===== src/common/cmdPkg.sv =====
package cmdPkg;

	// ------------------------------------------------
	// Frame field widths
	// ------------------------------------------------

	// Short frame is {cmd, addr, val}
	localparam int CMD_W  = 4;
	localparam int ADDR_W = 4;
	localparam int VAL_W  = 8;

	// Frame lengths in SCK bits
	localparam int SHORT_BITS = 16;
	localparam int LONG_BITS  = 40;

	// Address field carried by the long frame
	localparam int REQ_ADDR_W = 10;

	// ------------------------------------------------
	// Command codes and constants
	// ------------------------------------------------

	typedef enum logic [CMD_W-1:0] {
		setRegs = 4'h2,
		getRegs = 4'h3,
		sendId  = 4'h6,
		longMsg = 4'h9
	} cmd_e;

	// Op byte at the top of the long frame
	localparam logic [7:0] RAM_OP_WRITE = 8'h01;
	localparam logic [7:0] RAM_OP_READ  = 8'h02;

	// Test register values after reset
	localparam logic [VAL_W-1:0] REG0_RESET = 8'h12;
	localparam logic [VAL_W-1:0] REG1_RESET = 8'h34;

	// Identity reply
	localparam logic [SHORT_BITS-1:0] DEVICE_ID = 16'h7975;

	// ------------------------------------------------
	// Shared types
	// ------------------------------------------------

	// Command word, field view
	typedef struct packed {
		logic [CMD_W-1:0]  cmd;
		logic [ADDR_W-1:0] addr;
		logic [VAL_W-1:0]  val;
	} cmdFields_t;

	// Same 16 bits, decoded as fields or taken as a data word
	typedef union packed {
		cmdFields_t            fields;
		logic [SHORT_BITS-1:0] raw;
	} cmdWord_u;

	// Long frame, MSB first on the wire
	typedef struct packed {
		logic [7:0]            op;
		logic [5:0]            unused;
		logic [REQ_ADDR_W-1:0] addr;
		logic [SHORT_BITS-1:0] data;
	} ramReq_t;

	// RAM request, sequencer to buffer
	typedef struct packed {
		logic                  we;
		logic [REQ_ADDR_W-1:0] addr;
		logic [SHORT_BITS-1:0] din;
	} ramCtl_t;

	// Reply source
	typedef enum logic [1:0] {
		replyRegs,
		replyId,
		replyRam
	} replySel_e;

endpackage


===== src/logic/regBank.sv =====
`timescale 1ns/1ns

module regBank (
	input  logic                          CLK,
	input  logic                          CMD_RST,
	input  logic                          regWrite,
	input  logic [cmdPkg::VAL_W-1:0]      regVal,
	input  cmdPkg::replySel_e             replySel,
	input  logic [cmdPkg::ADDR_W-1:0]     replyAddr,
	input  logic [cmdPkg::SHORT_BITS-1:0] ramData,
	output cmdPkg::cmdWord_u              txWord
);

	// Test registers
	logic [cmdPkg::VAL_W-1:0] reg0;
	logic [cmdPkg::VAL_W-1:0] reg1;

	// Value byte of a register read
	logic [cmdPkg::VAL_W-1:0] regReadVal;

	// ------------------------------------------------
	// Registers
	// ------------------------------------------------

	// One write sets both
	always_ff @(posedge CLK) begin
		if (CMD_RST) begin
			reg0 <= cmdPkg::REG0_RESET;
			reg1 <= cmdPkg::REG1_RESET;
		end else if (regWrite) begin
			reg0 <= regVal;
			reg1 <= regVal;
		end
	end

	// Address 1 is REG0, 2 is REG1, rest read 00
	always_comb begin
		case (replyAddr)
			4'd1:    regReadVal = reg0;
			4'd2:    regReadVal = reg1;
			default: regReadVal = '0;
		endcase
	end

	// ------------------------------------------------
	// Reply word
	// ------------------------------------------------

	always_comb begin
		case (replySel)
			cmdPkg::replyId:  txWord.raw = cmdPkg::DEVICE_ID;
			cmdPkg::replyRam: txWord.raw = ramData;
			default: begin
				// Echoes the getRegs header
				txWord.fields.cmd  = cmdPkg::getRegs;
				txWord.fields.addr = replyAddr;
				txWord.fields.val  = regReadVal;
			end
		endcase
	end

endmodule


===== config.mk =====
export PLATFORM = sky130hd
export DESIGN_NAME = regBank
export DESIGN_NICKNAME = d
export VERILOG_FILES = /design/src/common/cmdPkg.sv /design/src/logic/regBank.sv
export SDC_FILE = /design/constraint.sdc
export NUM_CORES = 1
export LEC_CHECK = 0
export ABC_AREA = 1
export BUFFER_PORTS_ARGS = -buffer_cell sky130_fd_sc_hd__buf_2
export CORE_AREA = 2 2 48 50
export DETAILED_ROUTE_END_ITERATION = 10
export DIE_AREA = 0 0 50 52
export PLACE_DENSITY = 0.79
export SETUP_SLACK_MARGIN = 0.1
export SLEW_MARGIN = 40
export SYNTH_ARGS = -nofsm -noshare
export SYNTH_HDL_FRONTEND = slang
export SYNTH_SLANG_ARGS = --single-unit

===== constraint.sdc =====
create_clock -name CLK -period 1.2 [get_ports CLK]
set_input_delay 0.24 -clock CLK [delete_from_list [all_inputs] [get_ports CLK]]
set_output_delay 0.24 -clock CLK [all_outputs]
set_load 0.02 [all_outputs]

==> results.py <==
metrics = {
    "critical_path": {
        "max_stage_delay_ns": 0.32,
        "crit_path_frequent_cell": "buf_6",
        "slowest_stage": "ha_4",
        "end_kind": "output pin",
        "cp.required_ns": 0.96,
        "path_max_fanout": 5,
        "crit_type": "input port to output pin",
        "crit_arrival_ns": 1.17,
        "cp-start-kind": "input port",
        "path_cells": "buf_8, inv_4, ha_4, nor2_4, buf_6, a21oi_2, nand2_2, buf_6",
    },
    "route": {
        "wire_per_inst_um": 10.5,
        "wl_met2_um": 1130,
        "drc_errors": 0,
        "ant_nets": 0,
        "wl_met1_um": 854,
        "dr.max_layer_used": "met3",
        "routed_via_density": 4.51,
        "vias": 907,
        "drt_pre_antenna_iters": 4,
        "dr.first_iter.drc_count": 15,
        "drt_wl_total_um": 2120,
        "met3_length_um": 135,
    },
    "clock_tree": {
        "ctsHoldBuffers": 0,
        "root_buffer": "clkbuf_4",
        "clkSinkCount": 11,
        "tritoncts": "built",
        "clk_latency_ns": 0.26,
        "clockBufferDepth": 2,
        "h-tree-depth": 1,
        "numCtsBuffers": 3,
        "clkTransAtPathRegs_ns": 0.06,
    },
    "placement": {
        "hpwl_um": 1540,
        "port-buffer-count": 48,
        "routabilityCongestion": 0.675,
        "place_inst": 194,
    },
    "floorplan": {
        "core_area_mm2": 0.00211,
        "rows": 17,
        "boundaryPins": 49,
        "initial_utilization_pct": 33.8,
        "die_y_um": 52,
        "dieArea_mm2": 0.00260,
        "die_x_um": 50,
    },
    "finish": {
        "final_cells": 201,
        "utilization_pct": 61.1,
        "fin_nets": 209,
        "num_antenna_cells": 0,
        "drive_gt1_share_pct": 56.1,
        "area_growth_pct": 80.8,
    },
    "sta": {
        "max_clock_freq_mhz": 709,
        "final_hold_viol_count": 0,
        "fin_crit_ns": 1.41,
        "max-slew-margin-rel_pct": 79.0,
        "finalMaxSlewViolations": 0,
        "setup_ws_ns": -0.211,
        "rsz0062_at_grt": "true",
        "finalClockSkew_ns": 0,
        "setup_violations": 15,
        "fin_crit_sh_pct": 118,
        "tightestPinTransition_ns": 0.315,
    },
    "run_status": {
        "outcome": "finished, violations left",
        "violations": "negative setup slack",
    },
    "global_routing": {
        "grt-ovfl-total": 0,
        "grt_pass1_vias": 849,
        "grt_start_max_net_pins": 12,
        "antenna_found_initial": 0,
        "track_usage_pct": 16.9,
        "grt_pass1_wl_um": 3420,
    },
    "power": {
        "p_leak_uw": 0.000667,
        "ir_drop_mv": 0.692,
        "total_power_uw": 1100,
        "power.density_mw_per_mm2": 858,
    },
    "logic_synthesis": {
        "synth.yosys.seq_area_share_pct": 30.9,
        "synth-compound-area-share_pct": 11.4,
        "synth-adder-area-share_pct": 3.51,
        "synthCells": 114,
        "synthSimpleGateAreaFrac_pct": 44.3,
        "synthMostInstantiatedCell": "nand2_1",
        "yosysWarnings": 0,
        "syn_avg_cell_area_um2": 6.25,
        "syn-cell-area_um2": 712,
        "synth_top_area_share_pct": 30.9,
        "synth_cell_types": 16,
        "ys.flop_type": "dfxtp_1",
        "muxShareOfSynthArea_pct": 0,
        "ys_ff_latch": 11,
        "synth_area_leaders": "dfxtp_1 31%, nand2_1 22%, nand3_1 11%",
        "synth_commonest_cells": "41 x nand2_1, 16 x nand3_1, 11 x dfxtp_1",
        "syn-num-nets": 149,
        "synth_edf_count": 0,
        "synth_top_area_cell": "dfxtp_1",
        "async_flop_share_pct": 0,
        "synth_top_family_by_area": "simple AND/OR/NAND/NOR gates",
        "synth-xor-area-share_pct": 0,
    },
    "min_path": {
        "hold_class": "input port to register",
    },
    "job": {
        "cap_violations": 0,
    },
}
==> sequential cells by signal (all words and copies together), names as in the netlist <==
| register | cells |
|---|---|
| reg0 | 8 |
| reg1 | 3 |
==> layout make-up <==
class | count | area [um2]
timing repair buffer | 58 | 420
clock buffer | 4 | 26.3
fill | 195 | 818
sequential | 11 | 220
tap | 28 | 35.0
inverter | 10 | 47.5
multi-input combinational | 90 | 538
==> worst paths after layout <==
kind	cells past startpoint	start	slack, ns	end
worst min-delay path	2	CMD_RST	0.18	reg0[2]$_SDFFE_PP0P_
worst min register to register	2	reg1[5]$_SDFFE_PP1P_	0.46	reg1[5]$_SDFFE_PP1P_
worst max-delay path	8	replySel[0]	-0.21	txWord[0]
worst max register to register	2	reg0[7]$_SDFFE_PP0P_	0.54	reg0[7]$_SDFFE_PP0P_
==> placed cells by master (no fill, tap or decap), drive strengths merged <==
cell type  instances
a21oi              8
a22o               1
buf               58
clkbuf             4
dfxtp             11
ha                 2
inv               10
nand2             43
nand3             16
nor2              14
o211ai             1
o21ai              5
==> routing by layer <==
metal	global-route usage (%)	vias up
met5	0	-
met4	5.56	0
met3	1.44	0
met2	33.6	39
met1	18.7	385
li1	-	483
==> critical path, delay by kind of cell <==
| kind | cells | cell delay (ns) |
|---|---|---|
| buffers and inverters | 4 | 0.36 |
| adder cells (fa/ha/maj) | 1 | 0.32 |
| AND/OR/NAND/NOR | 2 | 0.12 |
| AO/OA/AOI/OAI | 1 | 0.13 |
==> cells by family after synthesis <==
family / Yosys count
adder cells (fa/ha/maj): 2
buffers and inverters: 14
AND/OR/NAND/NOR: 72
flip-flops: 11
AO/OA/AOI/OAI: 15
==> stage by stage <==
stage | hold WS [ns] | setup slack [ns] | instance area, um2 | setup TNS [ns]
after global routing | 0.176 | -0.250 | 1290 | -3.07
after floorplan | 0.309 | -0.00918 | 758 | -0.00919
after detailed placement | 0.451 | -0.269 | 1060 | -3.40
final | 0.176 | -0.211 | 1290 | -2.42
after CTS | 0.169 | -0.212 | 1220 | -2.33
after global placement | 0.444 | -0.228 | 1060 | -3.00
==> repair_timing <==
item,CTS,global route
pin swaps,6,9
setup endpoints to repair,16,16
resized for setup,34,18
setup buffers,2,0
gates cloned,1,0
==> report_power, final <==
group / total (uW) / internal (uW) / leakage [uW] / switching (uW)
Sequential: 403 / 389 / 0.0000914 / 13.4
Clock: 244 / 129 / 0.0000150 / 116
Combinational: 458 / 218 / 0.000561 / 239
No activity file was read; power rests on OpenSTA's default activity.
