[src/common/cmdPkg.sv]
package cmdPkg;

	// ------------------------------------------------
	// Frame field widths
	// ------------------------------------------------

	// Short frame is {cmd, addr, val}
	localparam int CMD_W  = 4;
	localparam int ADDR_W = 4;
	localparam int VAL_W  = 8;

	// Frame lengths in SCK bits
	localparam int SHORT_BITS = 16;
	localparam int LONG_BITS  = 40;

	// Address field carried by the long frame
	localparam int REQ_ADDR_W = 10;

	// ------------------------------------------------
	// Command codes and constants
	// ------------------------------------------------

	typedef enum logic [CMD_W-1:0] {
		setRegs = 4'h2,
		getRegs = 4'h3,
		sendId  = 4'h6,
		longMsg = 4'h9
	} cmd_e;

	// Op byte at the top of the long frame
	localparam logic [7:0] RAM_OP_WRITE = 8'h01;
	localparam logic [7:0] RAM_OP_READ  = 8'h02;

	// Test register values after reset
	localparam logic [VAL_W-1:0] REG0_RESET = 8'h12;
	localparam logic [VAL_W-1:0] REG1_RESET = 8'h34;

	// Identity reply
	localparam logic [SHORT_BITS-1:0] DEVICE_ID = 16'h7975;

	// ------------------------------------------------
	// Shared types
	// ------------------------------------------------

	// Command word, field view
	typedef struct packed {
		logic [CMD_W-1:0]  cmd;
		logic [ADDR_W-1:0] addr;
		logic [VAL_W-1:0]  val;
	} cmdFields_t;

	// Same 16 bits, decoded as fields or taken as a data word
	typedef union packed {
		cmdFields_t            fields;
		logic [SHORT_BITS-1:0] raw;
	} cmdWord_u;

	// Long frame, MSB first on the wire
	typedef struct packed {
		logic [7:0]            op;
		logic [5:0]            unused;
		logic [REQ_ADDR_W-1:0] addr;
		logic [SHORT_BITS-1:0] data;
	} ramReq_t;

	// RAM request, sequencer to buffer
	typedef struct packed {
		logic                  we;
		logic [REQ_ADDR_W-1:0] addr;
		logic [SHORT_BITS-1:0] din;
	} ramCtl_t;

	// Reply source
	typedef enum logic [1:0] {
		replyRegs,
		replyId,
		replyRam
	} replySel_e;

endpackage

[src/spi/spiBitCounter.sv]
`timescale 1ns/1ns

module spiBitCounter (
	input  logic CLK,
	input  logic CMD_RST,
	input  logic sckRise,
	input  logic frameActive,
	input  logic longExpected,
	output logic frameDone
);

	// Enough for 40 bits
	logic [5:0] bitCount;
	logic [5:0] frameLen;
	logic       lastBit;

	// ------------------------------------------------
	// Frame length select
	// ------------------------------------------------

	// Long frame only after a longMsg command
	assign frameLen = longExpected ? 6'(cmdPkg::LONG_BITS) : 6'(cmdPkg::SHORT_BITS);

	// Edge that samples the final bit
	assign lastBit = frameActive && sckRise && (bitCount == frameLen - 6'd1);

	// ------------------------------------------------
	// Bit counter
	// ------------------------------------------------

	// Cleared between frames while CSEL is high
	always_ff @(posedge CLK) begin
		if (CMD_RST || !frameActive) begin
			bitCount <= '0;
		end else if (sckRise && (bitCount < frameLen)) begin
			// Stops at the length, extra edges dropped
			bitCount <= bitCount + 6'd1;
		end
	end

	// Single pulse per frame
	always_ff @(posedge CLK) begin
		if (CMD_RST) begin
			frameDone <= 1'b0;
		end else begin
			frameDone <= lastBit;
		end
	end

endmodule

[src/spi/spiShifter.sv]
`timescale 1ns/1ns

module spiShifter (
	input  logic                         CLK,
	input  logic                         CMD_RST,
	input  logic                         SCK,
	input  logic                         MOSI,
	input  logic                         CSEL,
	input  logic                         txLoad,
	input  cmdPkg::cmdWord_u             txWord,
	input  logic                         longExpected,
	output logic                         MISO,
	output logic [cmdPkg::LONG_BITS-1:0] rxWord,
	output logic                         rxValid,
	output logic                         busy
);

	// Third SCK stage holds the previous level
	logic [2:0] sckSync;
	logic [1:0] mosiSync;
	logic [1:0] cselSync;

	logic sckRise;
	logic sckFall;
	logic frameActive;
	logic frameDone;

	// Reply shift register, MSB drives MISO
	logic [cmdPkg::SHORT_BITS-1:0] txShift;

	// ------------------------------------------------
	// Pin synchronizers
	// ------------------------------------------------

	always_ff @(posedge CLK) begin
		if (CMD_RST) begin
			sckSync  <= '0;
			mosiSync <= '0;
			// CSEL idles high
			cselSync <= '1;
		end else begin
			sckSync  <= {sckSync[1:0], SCK};
			mosiSync <= {mosiSync[0], MOSI};
			cselSync <= {cselSync[0], CSEL};
		end
	end

	// Edge pulses, one CLK wide
	assign sckRise = sckSync[1] && !sckSync[2];
	assign sckFall = !sckSync[1] && sckSync[2];

	// CSEL low means a frame is on the wire
	assign frameActive = !cselSync[1];
	assign busy        = frameActive;

	// ------------------------------------------------
	// Receive path
	// ------------------------------------------------

	// Mode 0, sample on rising SCK
	always_ff @(posedge CLK) begin
		if (frameActive && sckRise) begin
			rxWord <= {rxWord[cmdPkg::LONG_BITS-2:0], mosiSync[1]};
		end
	end

	spiBitCounter i_spiBitCounter (
		.CLK          (CLK),
		.CMD_RST      (CMD_RST),
		.sckRise      (sckRise),
		.frameActive  (frameActive),
		.longExpected (longExpected),
		.frameDone    (frameDone)
	);

	// Last bit is in rxWord by now
	always_ff @(posedge CLK) begin
		if (CMD_RST) begin
			rxValid <= 1'b0;
		end else begin
			rxValid <= frameDone;
		end
	end

	// ------------------------------------------------
	// Transmit path
	// ------------------------------------------------

	// Load only between frames; shift on falling SCK
	always_ff @(posedge CLK) begin
		if (CMD_RST) begin
			txShift <= '0;
		end else if (txLoad) begin
			txShift <= txWord.raw;
		end else if (frameActive && sckFall) begin
			// Zeros fill in behind the reply
			txShift <= {txShift[cmdPkg::SHORT_BITS-2:0], 1'b0};
		end
	end

	// First bit valid before the first rising edge
	assign MISO = txShift[cmdPkg::SHORT_BITS-1];

endmodule

[config.mk]
export PLATFORM = sky130hd
export DESIGN_NAME = spiShifter
export DESIGN_NICKNAME = d
export VERILOG_FILES = /design/src/common/cmdPkg.sv /design/src/spi/spiBitCounter.sv /design/src/spi/spiShifter.sv
export SDC_FILE = /design/constraint.sdc
export NUM_CORES = 1
export LEC_CHECK = 0
export ABC_AREA = 1
export BUFFER_PORTS_ARGS = -buffer_cell sky130_fd_sc_hd__buf_2
export CAP_MARGIN = 20
export CORE_MARGIN = 5
export CORE_UTILIZATION = 35
export CTS_BUF_LIST = sky130_fd_sc_hd__clkbuf_8 sky130_fd_sc_hd__clkbuf_16
export DETAILED_ROUTE_END_ITERATION = 10
export PLACE_DENSITY = 0.6
export SETUP_SLACK_MARGIN = 0.15
export SYNTH_ARGS = -nofsm -noshare
export SYNTH_HDL_FRONTEND = slang
export SYNTH_SLANG_ARGS = --single-unit
[constraint.sdc]
create_clock -name CLK -period 2.08 [get_ports CLK]
set_clock_uncertainty 0.1 [all_clocks]
set_input_delay 0.104 -clock CLK [delete_from_list [all_inputs] [get_ports CLK]]
set_output_delay 0.104 -clock CLK [all_outputs]
set_load 0.01 [all_outputs]
==> results of run 1 <==
per-layer routing:
metal | vias to the layer above | share of wire, % | global-route usage (%)
met2 | 64 | 44 | 17.3
li1 | 926 | - | -
met4 | 0 | 1.6 | 4.47
met3 | 12 | 7.6 | 4.52
met5 | - | 0 | 0
met1 | 853 | 47 | 14.1
cell usage in the layout, fill, tap and decap left out, types with 2 or more instances in the layout:
| cell | Yosys | layout |
|---|---|---|
| a21oi_1 | 7 | 7 |
| a21oi_2 | 10 | 10 |
| buf_2 | 4 | 65 |
| bufinv_16 | 0 | 2 |
| clkbuf_8 | 0 | 9 |
| clkinv_1 | 0 | 3 |
| dfxtp_1 | 31 | 31 |
| dlygate4sd3_1 | 0 | 5 |
| edfxtp_1 | 40 | 40 |
| ha_1 | 4 | 4 |
| inv_1 | 19 | 19 |
| inv_2 | 3 | 3 |
| nand2_1 | 40 | 40 |
| nand2_2 | 11 | 11 |
| nand3_1 | 9 | 9 |
| nand4_1 | 3 | 3 |
| nor2_1 | 17 | 17 |
| nor3_1 | 6 | 6 |
| o21a_1 | 7 | 7 |
| o21ai_0 | 8 | 8 |
| or2_2 | 2 | 2 |
metrics by stage:
stage / hold WS, ns / area [µm²] / utilization [%] / total power [W] / setup WS [ns]
floorplan: 0.108 / 2690 / - / 0.00163 / 0.272
CTS: 0.000822 / 3370 / 44.3 / 0.00287 / 0.582
global route: 0.0180 / 3370 / 44.3 / 0.00295 / 0.421
finish: 0.0163 / 3370 / 44.3 / 0.00282 / 0.567
detailed placement: 0.189 / 3110 / 40.9 / 0.00167 / 0.603
global placement: 0.188 / 3110 / 40.9 / 0.00167 / 0.650
power groups by stage:
stage	Combinational, W	Clock [W]	Sequential [W]
2_1_floorplan	0.0000874	0	0.00154
3_3_place_gp	0.000127	0	0.00154
3_5_place_dp	0.000128	0	0.00154
4_1_cts	0.000135	0.00122	0.00151
5_1_grt	0.000152	0.00128	0.00152
6_report	0.000133	0.00118	0.00151
kinds of logic after synthesis:
kind of cell | count (synthesis) | share of synthesized area, %
AOI/OAI and AO/OA | 33 | 8.20
xor gates and xnor gates | 1 | 0.326
adders and majority gates | 4 | 1.86
buffers and inverters | 29 | 5.08
DFF | 71 | 67.8
and+or+nand+nor | 93 | 16.7
flip-flops by register name, summed over array words and instances (netlist names):
register	cells
rxWord	40
txShift	16
rxValid	1
mosiSync	2
i_spiBitCounter.frameDone	1
i_spiBitCounter.bitCount	6
cselSync	2
sckSync	3
how the worst max path moves through the flow:
stage	startpoint	endpoint	slack, ns	cells after the start
after floorplan	cselSync[1]	rxWord[0]	0.27	3
after global placement	i_spiBitCounter.bitCount[3]	i_spiBitCounter.bitCount[3]	0.65	9
after detailed placement	i_spiBitCounter.bitCount[3]	i_spiBitCounter.bitCount[4]	0.60	9
after CTS	i_spiBitCounter.bitCount[3]	i_spiBitCounter.bitCount[4]	0.58	9
after global routing	i_spiBitCounter.bitCount[3]	i_spiBitCounter.bitCount[1]	0.42	9
final	i_spiBitCounter.bitCount[3]	i_spiBitCounter.bitCount[4]	0.57	9
final cells by class:
type                            instances  area share (%)
Tap cell                              102            3.78
Timing Repair Buffer                   71            11.7
Inverter                               23            2.63
Multi-Input combinational cell        131            21.6
Clock buffer                            9            3.67
Sequential cell                        71            54.0
Clock inverter                          7            2.60
critical path, stage by stage (launching register included):
cell	delay, ns
dfxtp_1	0.42
inv_1	0.08
ha_1	0.18
inv_1	0.05
nand2_1	0.04
nand2_1	0.05
nand2_1	0.17
nand2_2	0.16
nand2_1	0.06
a21oi_1	0.14
==> impl_metrics.ini, run 1 <==
[status]
status = complete, no violations

[cells_and_area]
syn_to_final_growth_pct = 25.6
stdcell_count = 414
layout.nets = 334
antenna_cells = 0
layout-drive-gt1-share_pct = 35.3
fillers = 753
multi_input_area_um2 = 728
ff_latch_area_mm2 = 0.00182

[clock_tree]
clk_latency_ns = 0.34
cts.clk_slew.worst_paths_ns = 0.07
postCtsSetupRepairBufs = 0
cts_tree = done
ctsLongestPathBuffers = 2
numCtsBuffers = 9
holdBufCountCts = 5
cts_resized = 0
cts.sinks = 71
cts-root-buf = clkbuf_8
h-tree-depth = 3

[setup_path]
crit_arrival_ns = 1.68
endpoint_kind = flop
worst-r2r-setup-slack_ns = 0.57
worst_ep_required_time_ns = 2.25
critPathLaunchType = flop
r2r_start = i_spiBitCounter.bitCount[3]
r2r-end = i_spiBitCounter.bitCount[4]
crit_fanout = 8
crit_type = flop to flop
r2r.worst_path.cells = 9

[synth]
synth_flop_cell = edfxtp_1
syn_inst = 231
synth_common_cells = edfxtp_1, nand2_1, dfxtp_1
synth.distinct_cells = 27
yosysSeqAreaShare_pct = 67.8
ys_ff_latch = 71
synth_warnings = 0
synth-edff-count = 40
synth_area_leaders = edfxtp_1, dfxtp_1, nand2_1, a21oi_2, inv_1
syn_avg_cell_area_um2 = 11.6
synthArstFlopShare_pct = 0
syn_nets = 258
synth_top_area_share_pct = 44.7
netlist_area_mm2 = 0.00269
synth_top_area_cell = edfxtp_1

[drt]
drcViolationCount = 0
routedWlPerCell_um = 12.1
drt-total-wl_um = 5010
drtIter0Drc = 68
first_pass_iters = 4
ant_nets = 0
num_vias = 1855
vias_per_cell = 4.48

[placement]
io_buffers = 65
place_inst = 393
hpwlAfterDp_um = 3350
gp_congestion = 0.765

[power_and_ir_drop]
p_sw_w = 0.000602
p_sw_share_pct = 21.3
pwr_density_cell_mw_per_mm2 = 836
vdd_ir_drop_max_uv = 381
power_frac_comb_pct = 4.7
p_int_w = 0.00222
power_frac_clock_pct = 41.7
p_seq_share_pct = 53.6
p_leak_nw = 1.31

[timing]
fmax_mhz = 661
setup_tns_ns = 0
tightest_slew_ns = 0.517
drv_slew = 0
fin_crit_sh_pct = 72.7
finalHoldViolations = 0
fin_crit_ns = 1.51
rsz0062_at_grt = false
slew_headroom_pct = 65.5
setup_viol = 0

[die]
rows = 32
ioPinCount = 66
die-width_um = 97.6
die_height_um = 97.6
die_area_mm2 = 0.00953
start_util_pct = 35.3
core_mm2 = 0.00761

[global_route]
grtUsageTotal_pct = 11.3
grt_max_degree = 41
grt_pass1_vias = 1894
grt_pass1_wl_um = 8710
antenna_found_initial = 0
grt_remaining_overflow = 0

[worst_hold_path]
hold_depth = 4
hp-start = txWord[4]
min_to = txShift[4]
hold_path_class = input pin to flop

[run]
maxCapViolations = 0
Power figures use the tool's default switching activity.
==> run 2, diff against run 1 <==
==> constraint.sdc (replaced) <==
create_clock -name CLK -period 1.4 [get_ports CLK]
set_clock_uncertainty 0.1 [all_clocks]
set_input_delay 0.07 -clock CLK [delete_from_list [all_inputs] [get_ports CLK]]
set_output_delay 0.07 -clock CLK [all_outputs]
set_load 0.01 [all_outputs]
==> run 2 against run 1 <==
Count of clock-buffer cells in the layout did not move; first-iteration DRC count fell by 10%; worst hold slack improved by 0.00099 ns; total power rose by 53%; sequential share of layout area fell by 4.8 points; combinational power rose by 91%; routed wire length rose by 12%; cell area rose by 11%; register-to-register slack got worse by 0.44 ns; highest routed layer unchanged.
==> impl_metrics.ini, run 2 (synthesis gave the netlist of run 1 again) <==
[global_route]
antenna_found_initial = 0
grt_pass1_vias = 1907
grt_pass1_wl_um = 9030
grt_remaining_overflow = 0
grtUsageTotal_pct = 11.7
grt_max_degree = 28

[timing]
setup_tns_ns = 0
setup_viol = 0
fin_crit_ns = 1.27
drv_slew = 0
tightest_slew_ns = 0.292
layout_setup_ws_ns = 0.127
slew_headroom_pct = 80.5
rsz0062_at_grt = true
fin_crit_sh_pct = 91.0
fmax_mhz = 785
finalHoldViolations = 0

[setup_path]
crit_type = flop to flop
endpoint_kind = flop
crit_fanout = 8
crit_buf_inv = 0
cp_slowest_cell = dfxtp_2
worst_ep_required_time_ns = 1.56
critPathLaunchType = flop
crit_top_cell = nand2_2
worst-r2r-setup-slack_ns = 0.13
path_cells = ha_4, nand2_2, nand2_2, nand2_4, nand2_4, nand2_2, a21oi_2
slowest_delay_ns = 0.34
path_delay_family = simple AND/OR/NAND/NOR gates
crit_arrival_ns = 1.43

[power_and_ir_drop]
p_sw_w = 0.000947
power_frac_clock_pct = 42.0
vdd_ir_drop_max_uv = 495
p_int_w = 0.00337
p_sw_share_pct = 22.0
power_frac_comb_pct = 5.9
p_seq_share_pct = 52.1
pwr_density_cell_mw_per_mm2 = 1150
p_leak_nw = 1.43
total_power_w = 0.00431

[cells_and_area]
stdcell_count = 438
top_register = rxWord
layout-drive-gt1-share_pct = 44.3
final_common_cell = buf_2
antenna_cells = 0
layout.nets = 358
largest_reg_flops = 40
top_regs = rxWord: 40 flops, txShift: 16 flops, i_spiBitCounter.bitCount: 6 flops
layout_common_cells = buf_2, edfxtp_1, nand2_1
syn_to_final_growth_pct = 39.0

[placement]
dp_slack_ns = 0.0312
place_inst = 399
gp_congestion = 0.856
hpwlAfterDp_um = 3600
io_buffers = 65

[drt]
vias_per_cell = 4.42
routedWlPerCell_um = 12.8
drtIter0Drc = 61
num_vias = 1935
drcViolationCount = 0
drt-total-wl_um = 5600
first_pass_iters = 4
ant_nets = 0

[die]
rows = 32
ioPinCount = 66
die_area_mm2 = 0.00953
die_height_um = 97.6
start_util_pct = 35.3
core_mm2 = 0.00761
die-width_um = 97.6

[status]
status = complete, no violations

[clock_tree]
cts_tree = done
cts.sinks = 71
cts.clk_slew.worst_paths_ns = 0.08
numCtsBuffers = 9
ctsLongestPathBuffers = 2
h-tree-depth = 3
cts-root-buf = clkbuf_8
clk_latency_ns = 0.33

[worst_hold_path]
hold_path_class = input pin to flop

[run]
maxCapViolations = 0
==> run 2: changes by cell type in the layout (fill, tap and decap cells not counted), sizes merged <==
cell and change:
clkinv -2, buf +9, clkinvlp +1, clkbuf +1, dlygate4sd3 +14, inv +1
==> run 2: layer usage <==
| layer | GRT usage [%] | wire (µm) | vias up |
|---|---|---|---|
| met5 | 0 | 0 | - |
| met4 | 4.79 | 58 | 0 |
| met3 | 3.66 | 288 | 6 |
| met2 | 18.1 | 2550 | 50 |
| met1 | 15.2 | 2700 | 902 |
| li1 | - | - | 977 |
==> run 2: timing repair <==
| item | CTS | global route |
|---|---|---|
| hold endpoints to repair | 22 | 0 |
| cloned | 0 | 1 |
| setup endpoints to repair | 7 | 51 |
| pin swaps | 7 | 8 |
| resized for setup | 8 | 19 |
| setup buffers | 1 | 2 |
| hold buffers | 19 | 0 |
==> run 2: cell type report <==
| cell class | count | area, µm² |
|---|---|---|
| inverters | 23 | 103 |
| clock buffers | 9 | 124 |
| repair buffers | 95 | 632 |
| clock inverters | 7 | 103 |
| well taps | 102 | 128 |
| flip-flops and latches | 71 | 1840 |
| fillers | 718 | 3870 |
| multi-input cells | 131 | 810 |
==> run 2: worst paths after layout <==
kind | from | to | depth (start not counted)
setup / recovery | i_spiBitCounter.bitCount[4] | i_spiBitCounter.bitCount[3] | 7
hold / removal | txWord[1] | txShift[1] | 5
setup reg to reg | i_spiBitCounter.bitCount[4] | i_spiBitCounter.bitCount[3] | 7
hold reg to reg | mosiSync[1] | rxWord[0] | 0
==> run 2: tightest hold or removal path, delay by kind of cell <==
| family | cells | cell delay [ns] |
|---|---|---|
| compound gates | 2 | 0.12 |
| buf+inv | 1 | 0.10 |
| simple gates | 2 | 0.13 |
==> run 2: power groups by stage <==
stage          combinational [W]  clock [W]  sequential [W]
2_1_floorplan           0.000132          0         0.00229
3_3_place_gp            0.000196          0         0.00229
4_1_cts                 0.000245    0.00189         0.00225
6_report                0.000254    0.00181         0.00225
5_1_grt                 0.000284    0.00198         0.00225
3_5_place_dp            0.000200          0         0.00229
==> run 2: stage by stage <==
step	util, %	instance area (µm²)	hold WS [ns]
6_report	49.1	3730	0.0173
5_1_grt	49.1	3730	0.0280
4_1_cts	47.7	3630	0.00325
3_5_place_dp	41.9	3180	0.161
3_3_place_gp	41.9	3180	0.153
2_1_floorplan	-	2710	0.0738
