--- config.mk ---
export PLATFORM = sky130hd
export DESIGN_NAME = cmdSequencer
export DESIGN_NICKNAME = d
export VERILOG_FILES = /design/src/common/cmdPkg.sv /design/src/logic/cmdSequencer.sv
export SDC_FILE = /design/constraint.sdc
export NUM_CORES = 1
export LEC_CHECK = 0
export ABC_AREA = 0
export BUFFER_PORTS_ARGS = -buffer_cell sky130_fd_sc_hd__buf_4
export CAP_MARGIN = 20
export CORE_UTILIZATION = 40
export CTS_CLUSTER_DIAMETER = 120
export DETAILED_ROUTE_END_ITERATION = 7
export GPL_TIMING_DRIVEN = 1
export PLACE_DENSITY = 0.8
export SLEW_MARGIN = 20
export SYNTH_ARGS = -nofsm -noshare
export SYNTH_HDL_FRONTEND = slang
export SYNTH_SLANG_ARGS = --single-unit
export TNS_END_PERCENT = 1
--- constraint.sdc ---
create_clock -name CLK -period 3.6 [get_ports CLK]
set_input_delay 0.18 -clock CLK [delete_from_list [all_inputs] [get_ports CLK]]
set_output_delay 0.18 -clock CLK [all_outputs]
set_load 0.1 [all_outputs]
--- src/common/cmdPkg.sv ---
package cmdPkg;

	// ------------------------------------------------
	// Frame field widths
	// ------------------------------------------------

	// Short frame is {cmd, addr, val}
	localparam int CMD_W  = 4;
	localparam int ADDR_W = 4;
	localparam int VAL_W  = 8;

	// Frame lengths in SCK bits
	localparam int SHORT_BITS = 16;
	localparam int LONG_BITS  = 40;

	// Address field carried by the long frame
	localparam int REQ_ADDR_W = 10;

	// ------------------------------------------------
	// Command codes and constants
	// ------------------------------------------------

	typedef enum logic [CMD_W-1:0] {
		setRegs = 4'h2,
		getRegs = 4'h3,
		sendId  = 4'h6,
		longMsg = 4'h9
	} cmd_e;

	// Op byte at the top of the long frame
	localparam logic [7:0] RAM_OP_WRITE = 8'h01;
	localparam logic [7:0] RAM_OP_READ  = 8'h02;

	// Test register values after reset
	localparam logic [VAL_W-1:0] REG0_RESET = 8'h12;
	localparam logic [VAL_W-1:0] REG1_RESET = 8'h34;

	// Identity reply
	localparam logic [SHORT_BITS-1:0] DEVICE_ID = 16'h7975;

	// ------------------------------------------------
	// Shared types
	// ------------------------------------------------

	// Command word, field view
	typedef struct packed {
		logic [CMD_W-1:0]  cmd;
		logic [ADDR_W-1:0] addr;
		logic [VAL_W-1:0]  val;
	} cmdFields_t;

	// Same 16 bits, decoded as fields or taken as a data word
	typedef union packed {
		cmdFields_t            fields;
		logic [SHORT_BITS-1:0] raw;
	} cmdWord_u;

	// Long frame, MSB first on the wire
	typedef struct packed {
		logic [7:0]            op;
		logic [5:0]            unused;
		logic [REQ_ADDR_W-1:0] addr;
		logic [SHORT_BITS-1:0] data;
	} ramReq_t;

	// RAM request, sequencer to buffer
	typedef struct packed {
		logic                  we;
		logic [REQ_ADDR_W-1:0] addr;
		logic [SHORT_BITS-1:0] din;
	} ramCtl_t;

	// Reply source
	typedef enum logic [1:0] {
		replyRegs,
		replyId,
		replyRam
	} replySel_e;

endpackage

--- src/logic/cmdSequencer.sv ---
`timescale 1ns/1ns

module cmdSequencer (
	input  logic                          CLK,
	input  logic                          CMD_RST,
	input  logic [cmdPkg::LONG_BITS-1:0]  rxWord,
	input  logic                          rxValid,
	input  logic                          busy,
	input  logic [cmdPkg::SHORT_BITS-1:0] ramData,
	output logic                          txLoad,
	output logic                          longExpected,
	output logic                          regWrite,
	output logic [cmdPkg::VAL_W-1:0]      regVal,
	output cmdPkg::replySel_e             replySel,
	output logic [cmdPkg::ADDR_W-1:0]     replyAddr,
	output cmdPkg::ramCtl_t               ramCtl
);

	typedef enum logic [2:0] {
		IDLE,
		DECODE,
		SET_REGS,
		LONG_WAIT,
		RAM_ACCESS,
		REPLY_WAIT
	} state_e;

	state_e state;
	state_e nextState;

	// Latched short frame
	cmdPkg::cmdWord_u cmdReg;

	// Long frame view of the receive register
	cmdPkg::ramReq_t ramReq;
	logic            reqWrite;
	logic            reqRead;

	// RAM request registers
	logic                                  ramWe;
	logic [cmdPkg::REQ_ADDR_W-1:0]         ramAddr;
	logic [cmdPkg::SHORT_BITS-1:0]         ramDin;

	assign ramReq   = rxWord;
	assign reqWrite = ramReq.op == cmdPkg::RAM_OP_WRITE;
	assign reqRead  = ramReq.op == cmdPkg::RAM_OP_READ;

	// ------------------------------------------------
	// FSM
	// ------------------------------------------------

	always_ff @(posedge CLK) begin
		if (CMD_RST) begin
			state <= IDLE;
		end else begin
			state <= nextState;
		end
	end

	always_comb begin
		nextState = state;
		case (state)
			IDLE: begin
				if (rxValid) begin
					nextState = DECODE;
				end
			end
			DECODE: begin
				case (cmdReg.fields.cmd)
					cmdPkg::setRegs: nextState = SET_REGS;
					cmdPkg::getRegs: nextState = REPLY_WAIT;
					cmdPkg::sendId:  nextState = REPLY_WAIT;
					cmdPkg::longMsg: nextState = LONG_WAIT;
					// Unknown codes, no reply
					default:         nextState = IDLE;
				endcase
			end
			SET_REGS: nextState = IDLE;
			LONG_WAIT: begin
				// Other op bytes are dropped
				if (rxValid) begin
					nextState = (reqWrite || reqRead) ? RAM_ACCESS : IDLE;
				end
			end
			// Writes end here, reads go on to reply
			RAM_ACCESS: nextState = ramWe ? IDLE : REPLY_WAIT;
			REPLY_WAIT: begin
				// Hold until the host raises CSEL
				if (!busy) begin
					nextState = IDLE;
				end
			end
			default: nextState = IDLE;
		endcase
	end

	// ------------------------------------------------
	// Frame latch and register controls
	// ------------------------------------------------

	// Only a fresh command is taken in IDLE
	always_ff @(posedge CLK) begin
		if (state == IDLE && rxValid) begin
			cmdReg.raw <= rxWord[cmdPkg::SHORT_BITS-1:0];
		end
	end

	assign regWrite     = state == SET_REGS;
	assign regVal       = cmdReg.fields.val;
	assign replyAddr    = cmdReg.fields.addr;
	assign longExpected = state == LONG_WAIT;

	// Reply source, settled before txLoad
	always_ff @(posedge CLK) begin
		if (CMD_RST) begin
			replySel <= cmdPkg::replyRegs;
		end else if (state == DECODE && cmdReg.fields.cmd == cmdPkg::sendId) begin
			replySel <= cmdPkg::replyId;
		end else if (state == DECODE && cmdReg.fields.cmd == cmdPkg::getRegs) begin
			replySel <= cmdPkg::replyRegs;
		end else if (state == LONG_WAIT && rxValid && reqRead) begin
			replySel <= cmdPkg::replyRam;
		end
	end

	// Loads the shifter one cycle after CSEL is seen high
	always_ff @(posedge CLK) begin
		if (CMD_RST) begin
			txLoad <= 1'b0;
		end else begin
			txLoad <= state == REPLY_WAIT && !busy;
		end
	end

	// ------------------------------------------------
	// RAM request
	// ------------------------------------------------

	// Write strobe is high for the RAM_ACCESS cycle only
	always_ff @(posedge CLK) begin
		if (CMD_RST) begin
			ramWe <= 1'b0;
		end else begin
			ramWe <= state == LONG_WAIT && rxValid && reqWrite;
		end
	end

	always_ff @(posedge CLK) begin
		if (state == LONG_WAIT && rxValid) begin
			ramAddr <= ramReq.addr;
			ramDin  <= ramReq.data;
		end
	end

	assign ramCtl = '{we: ramWe, addr: ramAddr, din: ramDin};

endmodule

==> results.md, run 1 <==
- Status: complete, but fails checks
- Failing checks: design-rule violations
- Global route total overflow: 0
- CP max-delay cell: and4b_4
- Hold endpoint: ramAddr[8]$_DFFE_PN_
- Slew headroom: just under 70%
- Max_cap viols: 0
- Cell Area, Placed: between 2000 and 2500 µm²
- IO Port Bufs: between 80 and 90
- Wire per inst: 14.13 µm
- Synth Net Count: between 150 and 200
- Die Ht: between 70 and 80 µm
- Clock latency on the worst-skew pair: around 0.30 ns
- Peak supply drop: about 0.25 mV
- Nature of the critical path startpoint: register
- Crit-path cells: and4b_4 -> nand4_4 -> o2111ai_1 -> nand3_1
- Die area: approximately 5100 µm²
- Postcts setup bufs: 0
- Element type at the critical path end: register
- Reg2Reg Launch Point: state[0]$_SDFFE_PP0P_
- Cell area after synthesis: between 1500 and 2000 µm²
- Post-synth top area cell: edfxtp_1
- Worst Clk Skew: around 0.011 ns
- Crit path largest cell delay: approximately 0.65 ns
- FMAX: around 560 MHz
- Final Non-Filler Cells: between 200 and 250
- Gr usage total: ~15%
- Crit path DAT: slightly below 2 ns
- Num CTS Buffers: 5
- HP Start: rxWord[24]
- Std-Cell Rows: 24
- Initial core utilization: 42.78%
- Worst R2R Setup Slack: about 1.8 ns
- Count leader, synth: edfxtp_1
- Clock slew at reported path FFs: 0.09 ns
- DRC: 3
- Seq cells post-synth: 49
- Core area: about 4500 µm²
- Reg-to-Reg End: replySel[0]$_SDFFE_PP0P_
- Sequential element share of the synthesized area: between 70 and 80%
- Setup TNS: 0 ns
- CP Buf/Inv Count: 0
- Clock sink total: 49
- FF-to-FF path depth: 4
- I/O Pins: 104
- Area contributors post-synth: edfxtp_1 (65%), dfxtp_1 (7.3%), buf_4 (5.5%)
- H-tree depth: 2
- DP HPWL: roughly 2.5 mm
- Clk buf depth: 2
- Crit path time final: about 1.8 ns
- Most instantiated cells after synthesis: edfxtp_1 (42), buf_4 (14), dfxtp_1 (7)
- Flop pwr share: 53.7%
- Sw frac: 30.80%
- RePlAce Congestion: between 0.7 and 0.8
- Number of synthesized flops with an enable pin: 42
- Setup violators final: 0
- Resized cells post-CTS: 0
- CTS Hold Bufs: 0
- Avg Cell Area, Syn: roughly 16 µm²
- Distinct cell type count after synthesis: 34
- Initial antenna violation count: 0
- Internal power: 858.0 µW
- Detailed-route wire length: approximately 3.5 mm
- Critical Path Fanout Max: 28
- Crit Path Class: reg -> reg
- CTS tree: yes
- Layout cell share with drive strength beyond 1: 49.49%
- Switching pwr: ~380 µW
- Syn-to-layout area delta: 33.51%
- Ant diodes: 0
- Power Dens Cells: about 480 nW/µm²
- Synthesis Warnings: 0
- Finished layout cell area: about 2600 µm²
- Hold Violations, Final: 0
- Clock Power Share: between 20% and 30%
- Least-Margin Pin Slew: 0.4812 ns
- Synth Flop Type: edfxtp_1
- Die width: around 71 µm
- Largest net degree at the start of global routing: 29
- First-pass GRT wire length: ~5.6 mm
- Slew Viols, Final: 0
- Pleak: ~0.0010 µW
- RSZ-0062 raised after global routing: false
- Instance count of the mapped netlist: 122
- Delay-heaviest family, CP: simple AND/OR/NAND/NOR gates
- Routed vias/inst: approximately 5
- Top cell type's share of synthesized area: between 60 and 70%
- Async SR Flop Fraction: 0%
- Root buf cell: clkbuf_8
- Vias in the first global route: approximately 1,200
- Post-route clock period utilization: 49.30%
- Critical Path RT: between 3 and 4 ns
- Drt initial violations: 38
- Fillers: a little under 400
- Logic pwr share: 20.6%
- Worst Hold Depth: 1
- Via count: 1,221
- Nets: between 200 and 300
- DP Cell Count: between 200 and 250
- Pre-antenna DRT Iters: 6
- HP Class: in -> reg
- ANT nets after route: 0
[layout by cell type (no fill, tap or decap), drive strengths merged]
cell     count
o2111ai      2
a31oi        3
nand4        2
xor2         2
clkinv       1
o311a        1
nor2b        3
nand3        3
and3         1
o21ai        2
clkbuf       6
edfxtp      42
nor4         1
and4b        1
inv          5
o2bb2ai      1
o22ai        1
nand2b       2
a221oi       1
nor3b        4
a21bo        1
and4         1
a21oi        1
nor4b        1
and2         1
xnor2        1
or2b         2
dfxtp        7
nand2        6
nor2         5
nor3         3
buf         82
o21a         1
[worst max-delay path by stage]
stage,startpoint,end,slack (ns),cells past startpoint
after floorplan,state[0]$_SDFFE_PP0P_,regWrite,0.72,2
after global placement,state[0]$_SDFFE_PP0P_,replySel[0]$_SDFFE_PP0P_,1.84,4
after detailed placement,state[0]$_SDFFE_PP0P_,replySel[0]$_SDFFE_PP0P_,1.81,4
after CTS,state[0]$_SDFFE_PP0P_,replySel[0]$_SDFFE_PP0P_,1.80,4
after global routing,state[0]$_SDFFE_PP0P_,replySel[0]$_SDFFE_PP0P_,1.66,4
final,state[0]$_SDFFE_PP0P_,replySel[0]$_SDFFE_PP0P_,1.83,4
[logic make-up (layout without fill, tap and decap cells)]
kind of cell | count (synthesis) | in the layout | share of synthesized area (%)
AOI/OAI and AO/OA | 14 | 14 | 5.650
xor gates and xnor gates | 3 | 3 | 1.364
buffers and inverters | 20 | 94 | 7.402
DFF | 49 | 49 | 72.73
and+or+nand+nor | 36 | 36 | 12.86
[final cells by class]
type	instances	area, µm²	area share, %
flip-flops and latches	49	1401	54.47
inverters	4	15.01	0.5837
well taps	52	65.06	2.529
repair buffers	82	615.6	23.93
clock buffers	6	72.57	2.821
clock inverters	2	13.76	0.5350
multi-input cells	53	389.1	15.13
[state kept, by name, summed over array words and instances (netlist names)]
| name | flops |
|---|---|
| txLoad | 1 |
| ramAddr | 10 |
| ramDin | 16 |
| replySel | 2 |
| state | 3 |
| ramWe | 1 |
| cmdReg | 16 |
[layer usage]
metal  track usage, %  share of wire (%)  vias up
li1                 -                  -      586
met1            17.29                 37      586
met2            24.66                 55       42
met3            4.501                6.1        7
met4            6.667                2.0        0
met5                0                  0        -
[metrics by stage]
step	hold slack, ns	utilization (%)	total power (µW)	worst slack [ns]
2_1_floorplan	0.2462	-	877.1	0.7206
3_3_place_gp	0.3579	55.19	931.7	1.840
3_5_place_dp	0.3593	55.19	935.3	1.811
4_1_cts	0.04508	57.11	1252	1.801
5_1_grt	0.04372	57.11	1287	1.665
6_report	0.05563	57.11	1240	1.825
[power by group through the flow]
| stage | logic, µW | registers, µW | clock network, µW |
|---|---|---|---|
| after CTS | 256 | 666 | 329 |
| after global routing | 267 | 670 | 349 |
| final | 255 | 666 | 319 |
| after detailed placement | 256 | 679 | 0 |
| after global placement | 254 | 678 | 0 |
| after floorplan | 175 | 702 | 0 |
[worst register-to-register path, delay by kind of cell, from the launching register on]
kind | cells | cell delay, ns
AOI/OAI and AO/OA | 1 | 0.14
and+or+nand+nor | 3 | 0.91
DFF | 1 | 0.61
(Power assumes the default switching activity.)
==> run 2, diff against run 1 <==
--- a/config.mk
+++ b/config.mk
@@ -5,14 +5,14 @@
 export SDC_FILE = /design/constraint.sdc
 export NUM_CORES = 1
 export LEC_CHECK = 0
-export ABC_AREA = 0
+export ABC_AREA = 1
 export BUFFER_PORTS_ARGS = -buffer_cell sky130_fd_sc_hd__buf_4
 export CAP_MARGIN = 20
 export CORE_UTILIZATION = 40
 export CTS_CLUSTER_DIAMETER = 120
 export DETAILED_ROUTE_END_ITERATION = 7
 export GPL_TIMING_DRIVEN = 1
-export PLACE_DENSITY = 0.8
+export PLACE_DENSITY = 0.81
 export SLEW_MARGIN = 20
 export SYNTH_ARGS = -nofsm -noshare
 export SYNTH_HDL_FRONTEND = slang
==> constraint.sdc (replaced) <==
create_clock -name CLK -period 1.7 [get_ports CLK]
set_input_delay 0.085 -clock CLK [delete_from_list [all_inputs] [get_ports CLK]]
set_output_delay 0.085 -clock CLK [all_outputs]
set_load 0.1 [all_outputs]
==> results.md, run 2 <==
- Finished layout cell area: 2828 µm² (+9.9%)
- Clock Power Share: 26.3% (+0.6 points)
- Critical Path RT: 1.92 ns (-1.86 ns)
- Flop pwr share: 55.5% (+1.8 points)
- Status: complete, no violations
- Clock sink total: 49 (unchanged)
- Critical Path Fanout Max: 13 (-54%)
- Nets: 305 (+20%)
- HP Class: in -> reg
- Fillers: 351 (-9.3%)
- Count leader, synth: edfxtp_1
- Sequential Area: 1401 µm² (unchanged)
- RePlAce Congestion: 0.7501 (-4.7%)
- Area contributors post-synth: edfxtp_1 (69%), dfxtp_1 (7.6%), buf_4 (5.3%)
- Die Ht: 69.74 µm (-2.3%)
- Resized cells post-CTS: 0 (unchanged)
- Footprint of the multi-input gates: 275.3 µm² (-29%)
- Detailed-route wire length: 3.521 mm (+0.49%)
- Pleak: 0.001219 µW (+19%)
- First-pass GRT wire length: 5.961 mm (+7.2%)
- Power Dens Cells: 876.0 nW/µm² (+82%)
- Commonest non-fill, non-tap cell in the layout: buf_4
- Nature of the critical path startpoint: register
- Seq cells post-synth: 49 (unchanged)
- Distinct cell type count after synthesis: 18 (-47%)
- Post-route clock period utilization: 85.30% (+36 points)
- Sequential element share of the synthesized area: 76.35% (+3.6 points)
- Hold Violations, Final: 0 (unchanged)
- Clk buf depth: 2 (unchanged)
- Layout cell share with drive strength beyond 1: 43.09% (-6.4 points)
- I/O Pins: 104 (unchanged)
- DP Cell Count: 261 (+8.8%)
- Via count: 1,336 (+9.4%)
- Final Non-Filler Cells: 298 (+20%)
- DP HPWL: 2.461 mm (-1.3%)
- Peak supply drop: 0.4758 mV (+94%)
- Number of synthesized flops with an enable pin: 42 (unchanged)
- Gr usage total: 15.71% (+1.1 points)
- Core area: 4384 µm² (-2.7%)
- Least-Margin Pin Slew: 0.3027 ns (-0.1785 ns)
- CTS tree: yes
- Slew headroom: 79.79% (+12 points)
- Clock slew at reported path FFs: 0.09 ns (about the same)
- Die area: 4864 µm² (-4.6%)
- DRC: 0 (-3)
- Async SR Flop Fraction: 0% (unchanged)
- Die width: 69.74 µm (-2.3%)
- Max_cap viols: 0 (unchanged)
- Drt initial violations: 65 (+71%)
- Setup TNS: 0 ns (unchanged)
- Setup violators final: 0 (unchanged)
- Pre-antenna DRT Iters: 4 (-2)
- Crit-path cells: nand3_2 -> nor2_2 -> buf_4 -> nand3_1 -> a211oi_1
- IO Port Bufs: 81 (unchanged)
- Wire per inst: 11.82 µm (-16%)
- Synth Net Count: 197 (+8.2%)
- Most frequent cells in the layout: buf_4 (85), edfxtp_1 (42), dlygate4sd3_1 (29), nand2_1 (22), inv_1 (15)
- Ant diodes: 0 (unchanged)
- Logic pwr share: 18.2% (-2.4 points)
- Post-synth top area cell: edfxtp_1
- Synthesis Warnings: 0 (unchanged)
- Switching pwr: 681.7 µW (+79%)
- Crit Path Class: reg -> reg
- Crit path time final: 1.450 ns (-0.3249 ns)
- Clock latency on the worst-skew pair: 0.30 ns (about the same)
- CP max-delay cell: dfxtp_1
- Cell area after synthesis: 1836 µm² (-4.7%)
- H-tree depth: 2 (unchanged)
- Sw frac: 27.52% (-3.3 points)
- Routed vias/inst: 4.483 (-8.9%)
- Initial core utilization: 41.87% (-0.91 points)
- Worst Clk Skew: 0.009846 ns (-0.001366 ns)
- Element type at the critical path end: register
- RSZ-0062 raised after global routing: false
- Synth Flop Type: edfxtp_1
- Largest net degree at the start of global routing: 16 (-45%)
- Syn-to-layout area delta: 54.06%
- FMAX: 689.6 MHz (+22%)
- Initial antenna violation count: 0 (unchanged)
- Vias in the first global route: 1,437 (+23%)
- Internal power: 1795 µW (+110%)
- Final setup margin: 0.2500 ns (-1.575 ns)
- Largest regs: cmdReg: 16 flops, ramDin: 16 flops, ramAddr: 10 flops
- Most instantiated cells after synthesis: edfxtp_1 (42), nand2_1 (22), inv_1 (15)
- Cell Area, Placed: 2451 µm² (-1.4%)
- Crit path DAT: 1.67 ns (-0.29 ns)
- Std-Cell Rows: 24 (unchanged)
- Root buf cell: clkbuf_8
- Crit path largest cell delay: 0.50 ns (-0.15 ns)
- Global route total overflow: 0 (unchanged)
- Instance count of the mapped netlist: 137 (+12%)
- Num CTS Buffers: 5 (unchanged)
- Dpl ws: 0.2696 ns (-1.542 ns)
- ANT nets after route: 0 (unchanged)
- Avg Cell Area, Syn: 13.40 µm² (-15%)
- Top cell type's share of synthesized area: 68.71% (+3.3 points)
- Slew Viols, Final: 0 (unchanged)
==> run 2: cell types whose count changed in the layout (fill, tap and decap cells not counted), sizes merged, moves of 4 or more <==
cell         delta
inv            +14
dlygate4sd3    +29
nor3b           -4
nor2            +7
nand2          +20
==> run 2: path summary, 6_finish.rpt <==
path | from | to | slack (ns) | cells past startpoint
max | state[0]$_SDFFE_PP0P_ | replySel[1]$_SDFFE_PP0P_ | 0.25 | 5
min | rxValid | ramWe$_SDFF_PP0_ | 0.08 | 3
max reg2reg | state[0]$_SDFFE_PP0P_ | replySel[1]$_SDFFE_PP0P_ | 0.25 | 5
min reg2reg | replySel[1]$_SDFFE_PP0P_ | replySel[1]$_SDFFE_PP0P_ | 0.46 | 2
==> run 2: cell families after synthesis <==
group,share of synthesized area (%)
buffers and inverters,9.202
AND/OR/NAND/NOR,12.68
flip-flops,76.35
AO/OA/AOI/OAI,1.772
==> run 2: layer usage <==
| layer | global-route usage (%) | up-vias | wire [µm] | share of wire (%) |
|---|---|---|---|---|
| met3 | 3.634 | 6 | 204 | 5.8 |
| met4 | 7.556 | 0 | 46 | 1.3 |
| met5 | 0 | - | 0 | 0 |
| met1 | 16.93 | 616 | 1352 | 38 |
| met2 | 28.80 | 57 | 1918 | 54 |
| li1 | - | 657 | - | - |
==> run 2: worst max-delay path, delay by kind of cell (launching register included) <==
family	cells	cell delay, ns
compound gates	1	0.22
buf+inv	1	0.23
simple gates	3	0.42
flops	1	0.50
==> run 2: repair_timing <==
action                                 4_1_cts  5_1_grt
hold buffers                                29        0
buffers inserted                             0        0
endpoints found under the hold margin       49        0
==> run 2: stage by stage <==
stage | util [%] | hold WS [ns] | total power (µW)
after floorplan | - | 0.1541 | 1695
after global placement | 55.91 | 0.2625 | 1794
after detailed placement | 55.91 | 0.2637 | 1804
after CTS | 64.50 | 0.08017 | 2505
after global routing | 64.50 | 0.08703 | 2581
final | 64.50 | 0.08477 | 2477
==> run 2: cell type report <==
cell class | instances | area share, %
flip-flops and latches | 49 | 49.56
repair buffers | 114 | 32.83
multi-input cells | 56 | 9.735
inverters | 19 | 2.522
clock buffers | 5 | 2.434
well taps | 52 | 2.301
clock inverters | 3 | 0.6195
==> run 2: power groups by stage <==
| stage | Combinational (µW) | Sequential (µW) | Clock (µW) |
|---|---|---|---|
| after floorplan | 283 | 1410 | 0 |
| after global placement | 393 | 1400 | 0 |
| after detailed placement | 401 | 1400 | 0 |
| after CTS | 453 | 1380 | 676 |
| after global routing | 479 | 1380 | 723 |
| final | 450 | 1380 | 651 |
==> run 3, diff against run 2 <==
--- a/config.mk
+++ b/config.mk
@@ -8,12 +8,12 @@
 export ABC_AREA = 1
 export BUFFER_PORTS_ARGS = -buffer_cell sky130_fd_sc_hd__buf_4
 export CAP_MARGIN = 20
-export CORE_UTILIZATION = 40
+export CORE_UTILIZATION = 43
 export CTS_CLUSTER_DIAMETER = 120
 export DETAILED_ROUTE_END_ITERATION = 7
 export GPL_TIMING_DRIVEN = 1
-export PLACE_DENSITY = 0.81
-export SLEW_MARGIN = 20
+export PLACE_DENSITY = 0.85
+export SLEW_MARGIN = 25
 export SYNTH_ARGS = -nofsm -noshare
 export SYNTH_HDL_FRONTEND = slang
 export SYNTH_SLANG_ARGS = --single-unit
==> results.md, run 3 (synthesis results as in run 2) <==
- Largest regs: cmdReg: 16 flops, ramDin: 16 flops, ramAddr: 10 flops
- Die width: 67.34 µm (-3.4%)
- Clock latency on the worst-skew pair: 0.29 ns (about the same)
- CTS tree: yes
- I/O Pins: 104 (unchanged)
- CP Buf/Inv Count: 1 (unchanged)
- HP Start: rxValid
- Setup violators final: 0 (unchanged)
- Critical Path RT: 1.90 ns (-0.02 ns)
- Reg-to-Reg End: replySel[1]$_SDFFE_PP0P_
- Via count: 1,300 (-2.7%)
- Syn-to-layout area delta: 52.83%
- DP HPWL: 2.556 mm (+3.9%)
- Drt initial violations: 80 (+23%)
- Global route total overflow: 0 (unchanged)
- Initial core utilization: 45.24% (+3.4 points)
- Finished layout cell area: 2805 µm² (-0.80%)
- Post-route clock period utilization: 86.71% (+1.4 points)
- Fillers: 310 (-12%)
- Pre-antenna DRT Iters: 4 (unchanged)
- Commonest non-fill, non-tap cell in the layout: buf_4
- H-tree depth: 2 (unchanged)
- Largest net degree at the start of global routing: 17 (+1)
- Layout cell share with drive strength beyond 1: 42.62% (-0.47 points)
- Sw frac: 27.06% (-0.46 points)
- Internal power: 1799 µW (+0.18%)
- Clock Power Share: 26.1% (-0.2 points)
- DRC: 0 (unchanged)
- Status: complete, no violations
- Worst R2R Setup Slack: 0.23 ns (-0.02 ns)
- Initial antenna violation count: 0 (unchanged)
- ANT nets after route: 0 (unchanged)
- IO Port Bufs: 81 (unchanged)
- Clk buf depth: 2 (unchanged)
- Pleak: 0.001200 µW (-1.6%)
- Critical Path Fanout Max: 15 (+2)
- Crit-path cells: nand3_2 -> nor2_2 -> buf_4 -> nand3_1 -> a211oi_1
- Switching pwr: 667.1 µW (-2.1%)
- Power Dens Cells: 879.0 nW/µm² (+0.34%)
- Peak supply drop: 0.5409 mV (+14%)
- Setup TNS: 0 ns (unchanged)
- Core area: 4058 µm² (-7.4%)
- Crit Path Class: reg -> reg
- Logic pwr share: 18.2% (about the same)
- Hold endpoint: ramWe$_SDFF_PP0_
- Crit path largest cell delay: 0.49 ns (about the same)
- Wire per inst: 12.22 µm (+3.5%)
- CP max-delay cell: dfxtp_1
- Die Ht: 67.34 µm (-3.4%)
- Max_cap viols: 0 (unchanged)
- Fin util: 69.13% (+4.6 points)
- Reg2Reg Launch Point: state[0]$_SDFFE_PP0P_
- Element type at the critical path end: register
- Vias in the first global route: 1,304 (-9.3%)
- Nature of the critical path startpoint: register
- Die area: 4534 µm² (-6.8%)
- Gr usage total: 17.46% (+1.7 points)
- Delay-heaviest family, CP: flip-flops
- Ant diodes: 0 (unchanged)
- Worst Clk Skew: 0.003093 ns (-0.006753 ns)
- Resized cells post-CTS: 0 (unchanged)
- Clock slew at reported path FFs: 0.08 ns (about the same)
- Std-Cell Rows: 23 (-4.2%)
- Levels on crit path: 5 (unchanged)
- RePlAce Congestion: 0.7373 (-1.7%)
- Nets: 303 (-0.66%)
- First-pass GRT wire length: 5.727 mm (-3.9%)
- Crit path time final: 1.474 ns (+0.02398 ns)
- Slew headroom: 81.25% (+1.5 points)
- FF-to-FF path depth: 5 (unchanged)
- Least-Margin Pin Slew: 0.2809 ns (-0.02182 ns)
- Cell Area, Placed: 2441 µm² (-0.41%)
- RSZ-0062 raised after global routing: false
- Root buf cell: clkbuf_8
- Num CTS Buffers: 5 (unchanged)
- Detailed-route wire length: 3.594 mm (+2.1%)
- Most frequent cells in the layout: buf_4 (84), edfxtp_1 (42), dlygate4sd3_1 (28), nand2_1 (22), inv_1 (15)
- HP Class: in -> reg
- Flop pwr share: 55.8% (+0.3 points)
- Slew Viols, Final: 0 (unchanged)
- Clock sink total: 49 (unchanged)
- Hold Violations, Final: 0 (unchanged)
- Crit path DAT: 1.67 ns (about the same)
- FMAX: 678.4 MHz (-1.6%)
- Worst Hold Depth: 3 (unchanged)
- Routed vias/inst: 4.422 (-1.4%)
## run 3: changes by cell type in the layout (fill, tap and decap cells not counted), sizes merged
cell / change
clkbuf: +2
dlygate4sd3: -1
clkinv: -3
buf: -1
clkinvlp: +1
## run 3: stage by stage
step / total power (µW) / worst slack (ns) / cells / hold WS (ns)
final: 2466 / 0.2260 / 294 / 0.1123
after floorplan: 1695 / -0.09703 / 137 / 0.1541
after detailed placement: 1800 / 0.2701 / 258 / 0.2632
after global placement: 1788 / 0.2564 / 258 / 0.2619
after global routing: 2567 / 0.08192 / 294 / 0.1073
after CTS: 2492 / 0.2296 / 294 / 0.09938
## run 3: layout make-up
class,count,area (µm²),area share [%]
clock buffers,7,76.32,2.721
multi-input cells,56,275.3,9.813
repair buffers,112,910.9,32.47
flip-flops and latches,49,1401,49.96
inverters,19,71.32,2.542
well taps,50,62.56,2.230
clock inverters,1,7.507,0.2676
## run 3: worst max path at each step
stage                                from                  endpoint  slack [ns]
floorplan           state[0]$_SDFFE_PP0P_  replySel[1]$_SDFFE_PP0P_        -0.1
global placement    state[0]$_SDFFE_PP0P_  replySel[1]$_SDFFE_PP0P_        0.26
detailed placement  state[0]$_SDFFE_PP0P_  replySel[1]$_SDFFE_PP0P_        0.27
CTS                 state[0]$_SDFFE_PP0P_  replySel[1]$_SDFFE_PP0P_        0.23
global route        state[0]$_SDFFE_PP0P_  replySel[1]$_SDFFE_PP0P_        0.08
finish              state[0]$_SDFFE_PP0P_  replySel[1]$_SDFFE_PP0P_        0.23
## run 3: metal layers
layer / share of wire (%) / vias to the layer above / wire [µm] / global-route usage (%)
met3: 4.9 / 2 / 177 / 3.885
met1: 41 / 594 / 1460 / 19.64
met5: 0 / - / 0 / 0
li1: - / 658 / - / -
met4: 0.92 / 0 / 33 / 6.383
met2: 53 / 46 / 1922 / 32.00
## run 3: tightest hold or removal path, stage by stage
cell and delay (ns):
buf_4 0.11, inv_2 0.10, nor4_1 0.07
## run 3: timing repair
action | CTS | global route
hold buffers | 28 | 0
endpoints found under the hold margin | 44 | 0
buffers inserted | 0 | 0
## run 3: power groups by stage
stage	registers, µW	clock network [µW]	logic, µW
finish	1380	643	448
global route	1380	709	478
CTS	1380	666	450
detailed placement	1400	0	396
global placement	1400	0	388
floorplan	1410	0	283
